--- src/exec_config.svh ---
`ifndef EXEC_CONFIG_SVH
`define EXEC_CONFIG_SVH

`define XLEN        32              // Data word width
`define REG_ADDR_W  5               // Register number width
`define ALU_OP_W    3               // ALU operation code width

// ALU operation codes
`define ALU_ADD     3'd0            // Also the load/store address
`define ALU_SUB     3'd1
`define ALU_AND     3'd2
`define ALU_OR      3'd3
`define ALU_XOR     3'd4
`define ALU_SLT     3'd5            // Signed compare
`define ALU_SLTU    3'd6            // Unsigned compare
`define ALU_SLL     3'd7            // Shift by low 5 bits of operand 2

`endif

--- src/exec_pkg.sv ---
`include "exec_config.svh"

package exec_pkg;

    typedef logic [`XLEN-1:0]       word_t;
    typedef logic [`REG_ADDR_W-1:0] reg_addr_t;
    typedef logic [`ALU_OP_W-1:0]   alu_op_t;

    // One instruction as it arrives at EX
    typedef struct packed {
        logic      valid;
        reg_addr_t rs1;
        reg_addr_t rs2;
        word_t     rs1_data;            // Register file value, not yet forwarded
        word_t     rs2_data;
        word_t     imm;
        logic      use_imm;             // Operand 2 from imm
        alu_op_t   op;
        logic      rf_we;
        reg_addr_t waddr;
        logic      ld;                  // Word load, lane b only
        logic      st;                  // Word store, lane b only
    } issue_lane_t;

    // One lane held in the MEM stage
    typedef struct packed {
        logic      valid;
        logic      rf_we;
        reg_addr_t waddr;
        word_t     result;              // ALU result or memory address
        logic      ld;
        logic      st;
        word_t     sdata;               // Store data after forwarding
    } mem_lane_t;

    // Register file write port, also a forwarding source
    typedef struct packed {
        logic      we;
        reg_addr_t waddr;
        word_t     wdata;
    } wb_port_t;

    typedef struct packed {
        logic      rvalid;
        logic      wvalid;
        word_t     addr;
        word_t     wdata;
    } mem_req_t;

    typedef struct packed {
        logic      ready;               // Ends the access, rdata valid too
        word_t     rdata;
    } mem_rsp_t;

endpackage

--- src/operand_forward.sv ---
`timescale 1ns/10ps

module operand_forward (
    input  exec_pkg::issue_lane_t issue_a,
    input  exec_pkg::issue_lane_t issue_b,
    input  exec_pkg::mem_lane_t   mem_a,
    input  exec_pkg::mem_lane_t   mem_b,
    input  exec_pkg::wb_port_t    wb_a,
    input  exec_pkg::wb_port_t    wb_b,
    output exec_pkg::word_t       a_op1,
    output exec_pkg::word_t       a_op2,
    output exec_pkg::word_t       b_op1,
    output exec_pkg::word_t       b_op2
);

    // Youngest producer wins, register 0 keeps the issued value
    function automatic exec_pkg::word_t fwd(
        input exec_pkg::reg_addr_t raddr,
        input exec_pkg::word_t     rdata,
        input exec_pkg::mem_lane_t m_a,
        input exec_pkg::mem_lane_t m_b,
        input exec_pkg::wb_port_t  w_a,
        input exec_pkg::wb_port_t  w_b
    );
        exec_pkg::word_t val;
        val = rdata;
        if (raddr != '0) begin
            if (m_b.valid && m_b.rf_we && !m_b.ld && !m_b.st && m_b.waddr == raddr) begin
                val = m_b.result;           // Load data not there yet
            end else if (m_a.valid && m_a.rf_we && m_a.waddr == raddr) begin
                val = m_a.result;
            end else if (w_b.we && w_b.waddr == raddr) begin
                val = w_b.wdata;
            end else if (w_a.we && w_a.waddr == raddr) begin
                val = w_a.wdata;
            end
        end
        return val;
    endfunction

    assign a_op1 = fwd(issue_a.rs1, issue_a.rs1_data, mem_a, mem_b, wb_a, wb_b);
    assign a_op2 = fwd(issue_a.rs2, issue_a.rs2_data, mem_a, mem_b, wb_a, wb_b);
    assign b_op1 = fwd(issue_b.rs1, issue_b.rs1_data, mem_a, mem_b, wb_a, wb_b);
    assign b_op2 = fwd(issue_b.rs2, issue_b.rs2_data, mem_a, mem_b, wb_a, wb_b); // Also store data

endmodule

--- src/alu_lane.sv ---
`timescale 1ns/10ps

`include "exec_config.svh"

module alu_lane (
    input  exec_pkg::issue_lane_t lane,
    input  exec_pkg::word_t       op1,
    input  exec_pkg::word_t       op2_reg,
    output exec_pkg::word_t       result
);

    localparam int SHAMT_W = $clog2(`XLEN);

    exec_pkg::word_t op2;
    exec_pkg::word_t sum;
    exec_pkg::word_t diff;
    logic            lt_s;
    logic            lt_u;

    assign op2  = lane.use_imm ? lane.imm : op2_reg;
    assign sum  = op1 + op2;                     // Address for lane b loads and stores
    assign diff = op1 - op2;
    assign lt_s = $signed(op1) < $signed(op2);
    assign lt_u = op1 < op2;

    always_comb begin
        case (lane.op)
            `ALU_ADD:  result = sum;
            `ALU_SUB:  result = diff;
            `ALU_AND:  result = op1 & op2;
            `ALU_OR:   result = op1 | op2;
            `ALU_XOR:  result = op1 ^ op2;
            `ALU_SLT:  result = {{(`XLEN-1){1'b0}}, lt_s};
            `ALU_SLTU: result = {{(`XLEN-1){1'b0}}, lt_u};
            `ALU_SLL:  result = op1 << op2[SHAMT_W-1:0];
            default:   result = sum;
        endcase
    end

endmodule

--- src/mem_stage.sv ---
`timescale 1ns/10ps

module mem_stage (
    input  logic                  clk,
    input  logic                  arst_n,
    input  exec_pkg::issue_lane_t issue_a,
    input  exec_pkg::issue_lane_t issue_b,
    input  exec_pkg::word_t       result_a,
    input  exec_pkg::word_t       result_b,
    input  exec_pkg::word_t       store_data,
    input  exec_pkg::mem_rsp_t    mem_rsp,
    output exec_pkg::mem_lane_t   mem_a,
    output exec_pkg::mem_lane_t   mem_b,
    output exec_pkg::mem_req_t    mem_req,
    output logic                  stall
);

    exec_pkg::mem_lane_t next_a;
    exec_pkg::mem_lane_t next_b;

    function automatic exec_pkg::mem_lane_t to_mem(
        input exec_pkg::issue_lane_t lane,
        input exec_pkg::word_t       result,
        input exec_pkg::word_t       sdata
    );
        exec_pkg::mem_lane_t m;
        m.valid  = lane.valid;
        m.rf_we  = lane.rf_we;
        m.waddr  = lane.waddr;
        m.result = result;
        m.ld     = lane.ld;
        m.st     = lane.st;
        m.sdata  = sdata;
        return m;
    endfunction

    assign next_a = to_mem(issue_a, result_a, '0);          // Lane a never stores
    assign next_b = to_mem(issue_b, result_b, store_data);

    always_ff @(posedge clk or negedge arst_n) begin
        if (!arst_n) begin
            mem_a <= '0;
            mem_b <= '0;
        end else if (!stall) begin                          // Hold both lanes under stall
            mem_a <= next_a;
            mem_b <= next_b;
        end
    end

    // Request comes straight from MEM lane b
    always_comb begin
        mem_req.rvalid = mem_b.valid & mem_b.ld;
        mem_req.wvalid = mem_b.valid & mem_b.st;
        mem_req.addr   = mem_b.result;
        mem_req.wdata  = mem_b.sdata;
    end

    assign stall = (mem_req.rvalid | mem_req.wvalid) & ~mem_rsp.ready;

    a_lane_no_mem: assert property (
        @(posedge clk) disable iff (!arst_n)
        issue_a.valid && !stall |-> !(issue_a.ld || issue_a.st)
    ) else $error("Memory access issued on lane a");

    req_stable: assert property (
        @(posedge clk) disable iff (!arst_n)
        stall |=> $stable(mem_req)
    ) else $error("Memory request changed while waiting for ready");

endmodule

--- src/wb_stage.sv ---
`timescale 1ns/10ps

module wb_stage (
    input  logic                clk,
    input  logic                arst_n,
    input  exec_pkg::mem_lane_t mem_a,
    input  exec_pkg::mem_lane_t mem_b,
    input  exec_pkg::word_t     rdata,
    input  logic                stall,
    output exec_pkg::wb_port_t  wb_a,
    output exec_pkg::wb_port_t  wb_b
);

    exec_pkg::wb_port_t next_a;
    exec_pkg::wb_port_t next_b;

    always_comb begin
        next_a.we    = mem_a.valid & mem_a.rf_we;
        next_a.waddr = mem_a.waddr;
        next_a.wdata = mem_a.result;

        next_b.we    = mem_b.valid & mem_b.rf_we & ~mem_b.st;   // Stores write nothing
        next_b.waddr = mem_b.waddr;
        next_b.wdata = mem_b.ld ? rdata : mem_b.result;         // rdata good in the ready cycle
    end

    always_ff @(posedge clk or negedge arst_n) begin
        if (!arst_n) begin
            wb_a <= '0;
            wb_b <= '0;
        end else if (stall) begin
            wb_a <= '0;                                         // Bubble
            wb_b <= '0;
        end else begin
            wb_a <= next_a;
            wb_b <= next_b;
        end
    end

    // MEM is held under stall, so a write here would be a duplicate
    no_wb_after_stall: assert property (
        @(posedge clk) disable iff (!arst_n)
        stall |=> !(wb_a.we || wb_b.we)
    ) else $error("Write-back after a stalled edge");

endmodule

--- src/exec_top.sv ---
`timescale 1ns/10ps

module exec_top (
    input  logic                  clk,
    input  logic                  arst_n,
    input  exec_pkg::issue_lane_t issue_a,      // Older instruction
    input  exec_pkg::issue_lane_t issue_b,      // Younger, may load or store
    input  exec_pkg::mem_rsp_t    mem_rsp,
    output logic                  stall,
    output exec_pkg::mem_req_t    mem_req,
    output exec_pkg::wb_port_t    wb_a,
    output exec_pkg::wb_port_t    wb_b
);

    exec_pkg::mem_lane_t mem_a;
    exec_pkg::mem_lane_t mem_b;
    exec_pkg::word_t     a_op1;
    exec_pkg::word_t     a_op2;
    exec_pkg::word_t     b_op1;
    exec_pkg::word_t     b_op2;
    exec_pkg::word_t     result_a;
    exec_pkg::word_t     result_b;

    operand_forward u_fwd (
        .issue_a (issue_a),
        .issue_b (issue_b),
        .mem_a   (mem_a),
        .mem_b   (mem_b),
        .wb_a    (wb_a),
        .wb_b    (wb_b),
        .a_op1   (a_op1),
        .a_op2   (a_op2),
        .b_op1   (b_op1),
        .b_op2   (b_op2)
    );

    alu_lane u_alu_a (
        .lane    (issue_a),
        .op1     (a_op1),
        .op2_reg (a_op2),
        .result  (result_a)
    );

    alu_lane u_alu_b (
        .lane    (issue_b),
        .op1     (b_op1),
        .op2_reg (b_op2),
        .result  (result_b)
    );

    mem_stage u_mem (
        .clk        (clk),
        .arst_n     (arst_n),
        .issue_a    (issue_a),
        .issue_b    (issue_b),
        .result_a   (result_a),
        .result_b   (result_b),
        .store_data (b_op2),                    // Forwarded rs2 of lane b
        .mem_rsp    (mem_rsp),
        .mem_a      (mem_a),
        .mem_b      (mem_b),
        .mem_req    (mem_req),
        .stall      (stall)
    );

    wb_stage u_wb (
        .clk    (clk),
        .arst_n (arst_n),
        .mem_a  (mem_a),
        .mem_b  (mem_b),
        .rdata  (mem_rsp.rdata),
        .stall  (stall),
        .wb_a   (wb_a),
        .wb_b   (wb_b)
    );

endmodule

--- config.mk ---
export PLATFORM = sky130hd
export DESIGN_NAME = exec_top
export DESIGN_NICKNAME = d
export VERILOG_FILES = /design/src/exec_pkg.sv /design/src/operand_forward.sv /design/src/alu_lane.sv /design/src/mem_stage.sv /design/src/wb_stage.sv /design/src/exec_top.sv
export VERILOG_INCLUDE_DIRS = /design/src
export SDC_FILE = /design/constraint.sdc
export NUM_CORES = 2
export LEC_CHECK = 0
export ABC_AREA = 1
export ABC_CLOCK_PERIOD_IN_PS = 5500
export BUFFER_PORTS_ARGS = -buffer_cell sky130_fd_sc_hd__buf_4
export CAP_MARGIN = 20
export CORE_ASPECT_RATIO = 0.9
export CORE_MARGIN = 2
export CORE_UTILIZATION = 45
export CTS_CLUSTER_DIAMETER = 60
export DETAILED_ROUTE_END_ITERATION = 10
export MAX_ROUTING_LAYER = met4
export PLACE_DENSITY = 0.69
export SLEW_MARGIN = 25
export SYNTH_ARGS = -nofsm -noshare
export SYNTH_HDL_FRONTEND = slang
export SYNTH_SLANG_ARGS = --single-unit
--- constraint.sdc ---
create_clock -name clk -period 5.5 [get_ports clk]
set_input_delay 0.825 -clock clk [delete_from_list [all_inputs] [get_ports clk]]
set_output_delay 0.825 -clock clk [all_outputs]
set_load 0.01 [all_outputs]
==> impl_metrics.py <==
metrics = {
    "synth": {
        "synth_edf_count": 0,
        "synth_ff_type": "dfrtp_1",
        "synthArstFlopShare_pct": 100,
        "yosysSeqAreaShare_pct": 15.4,
        "ys_seq_elements": 188,
        "yosysUniqueCellTypes": 64,
        "postSynthCellCount": 5316,
        "yosysWarnings": 0,
        "syn_nets": 5787,
        "synth_area_per_cell_um2": 5.73,
        "syn-cell-area_mm2": 0.0305,
    },
    "power_and_ir_drop": {
        "leakage_uw": 0.0190,
        "p_int_uw": 4200,
        "seqPwrFrac_pct": 24.6,
        "power_frac_comb_pct": 59.3,
        "pwr-share-clk_pct": 16.1,
        "ir_drop_v": 0.000264,
        "total_power_uw": 9140,
        "switching_share_pct": 54.0,
        "power_density_mw_per_mm2": 250,
        "power_switching_uw": 4940,
    },
    "run": {
        "drv_cap": 0,
    },
    "sta": {
        "max_freq_ghz": 0.189,
        "worst_pin_slew_ps": 1080,
        "fin_crit_ps": 5280,
        "period_share_pct": 96.0,
        "fin_tns_setup_ps": 0,
        "rsz0062_at_grt": "false",
        "slew_headroom_pct": 27.7,
        "setup_violations": 0,
        "finalClockSkew_ps": 29.5,
        "final_hold_viol_count": 0,
        "slew_violations": 0,
    },
    "floorplan": {
        "row_count": 90,
        "ios": 416,
        "die_area_mm2": 0.0698,
        "die_height_um": 251,
        "core-area_mm2": 0.0670,
        "fp.dieW_um": 278,
        "initial_utilization_pct": 45.5,
    },
    "cts": {
        "clockBufferDepth": 2,
        "clockRootBuffer": "clkbuf_16",
        "cts_tree": "yes",
        "insertion_delay_ps": 530,
        "h-tree-depth": 4,
        "clock_sinks": 188,
        "cts_buffers": 17,
        "clk_pin_slew_ps": 100,
        "holdBufCountCts": 0,
    },
    "worst_setup_path": {
        "r2r_slack_ps": 220,
        "cp_max_fo": 13,
        "crit_type": "reg2reg",
        "crit_required_ps": 5900,
        "critPathArrivalTime_ps": 5680,
        "critical_path.slowest_cell": "dfrtp_1",
        "cpPeakStageDelay_ps": 400,
        "end_kind": "register",
        "startpoint_type": "register",
    },
    "route": {
        "drtIter0Drc": 6157,
        "vias_per_cell": 6.18,
        "dr.pass1.iters": 7,
        "ant_nets": 0,
        "vias": 41173,
        "wl_per_cell_um": 25.7,
        "post-route-drc-count": 0,
        "wirelength_um": 171000,
    },
    "final_layout": {
        "final_common_cell": "nand2_1",
        "final_core_util_pct": 54.5,
        "nets": 6228,
        "drive_gt1_share_pct": 17.4,
        "final_cell_mix": "nand2_1, buf_4, nand3_1, inv_1, nor2_1",
        "synthToLayoutAreaGrowth_pct": 19.9,
    },
    "place": {
        "portBuffers": 413,
        "globalplace.congestion": 1.11,
        "hpwl_um": 139000,
    },
    "outcome": {
        "outcome": "completed",
    },
    "worst_hold_path": {
        "min_path_type": "in2async",
    },
    "global_routing": {
        "antenna_found_initial": 13,
        "grtUsageTotal_pct": 48.8,
        "grt_pass1_wl_um": 245000,
        "grt_overflow": 0,
        "grt_pass1_vias": 36882,
        "grt_max_degree": 129,
    },
}
flip-flops by register name (all words and copies together), names as in the netlist:
name / flops
u_mem.mem_a: 39
u_mem.mem_b: 73
u_wb.wb_a: 38
u_wb.wb_b: 38
repair_timing:
item | in CTS | in global routing
gates resized for setup | 0 | 15
endpoints found under the setup margin | 0 | 19
setup buffers | 0 | 2
layout make-up:
| type | instances | area, um^2 |
|---|---|---|
| fill | 6991 | 30500 |
| multi-input combinational | 4054 | 21300 |
| timing repair buffer | 794 | 6120 |
| sequential | 188 | 4710 |
| inverter | 702 | 2650 |
| tap | 874 | 1090 |
| clock buffer | 17 | 425 |
| clock inverter | 15 | 218 |
| antenna | 18 | 45.0 |
critical path, delay by kind of cell (launching register included):
family	cells	cell delay, ps
simple gates	12	1760
fa+ha+maj	1	400
compound gates	10	1410
flops	1	400
buf+inv	6	1180
final timing paths:
check                                startpoint              end  cells after the start
worst min register to register   u_mem.mem_b[6]   u_mem.mem_b[6]                      2
min in group clk                 u_mem.mem_b[6]   u_mem.mem_b[6]                      2
worst min-delay path                     arst_n  u_mem.mem_a[71]                      1
worst max-delay path            u_mem.mem_a[66]  u_mem.mem_b[63]                     29
worst max register to register  u_mem.mem_a[66]  u_mem.mem_b[63]                     29
max in group asynchronous                arst_n  u_mem.mem_a[49]                      2
metal layers:
metal  track usage, %  wire length (um)  vias to the layer above
li1                 -                 -                    18407
met1             63.9             67800                    19072
met2             68.4             69200                     3121
met3             12.6             23600                      573
met4             25.7             10700                        0
met5                -                 0                        -
kinds of logic after synthesis:
family	after synthesis	synth area share (%)
compound gates	1142	22.0
xor+xnor	53	1.52
fa+ha+maj	198	8.23
buf+inv	1074	14.9
flops	188	15.4
simple gates	2661	37.9
Yosys cell counts, types with 28 or more instances:
cell / count / area share, %
o22ai_1: 31 / 0.64
o21a_1: 34 / 0.84
inv_1: 651 / 8.0
ha_1: 194 / 8.0
nand2_1: 1281 / 16
o21ai_1: 47 / 0.77
o21ai_0: 344 / 5.7
nor3_1: 28 / 0.46
a21oi_2: 29 / 0.83
nand3_1: 675 / 11
clkbuf_1: 168 / 2.1
o211ai_1: 95 / 2.3
nor2_1: 475 / 5.9
a21oi_1: 410 / 6.7
inv_2: 43 / 0.53
dfrtp_1: 188 / 15
buf_4: 82 / 2.0
xor2_1: 38 / 1.1
buf_2: 88 / 1.4
nand4_1: 105 / 2.2
through the flow:
step	setup slack (ps)	cell area, um^2	hold slack (ps)	instances
6_report	218	36500	288	6662
5_1_grt	0.471	36500	343	6660
4_1_cts	227	36400	319	6642
3_5_place_dp	92.3	35800	466	6610
3_3_place_gp	96.3	35800	462	6610
2_1_floorplan	944	30500	449	5316
power groups by stage:
stage          combinational (uW)  clock (uW)  sequential, uW
2_1_floorplan                2960           0            1970
3_3_place_gp                 5160           0            2220
3_5_place_dp                 5190           0            2210
4_1_cts                      5220        1460            2190
5_1_grt                      5780        1510            2230
6_report                     5420        1470            2250
Note: power is estimated with default switching activity, not from simulation.
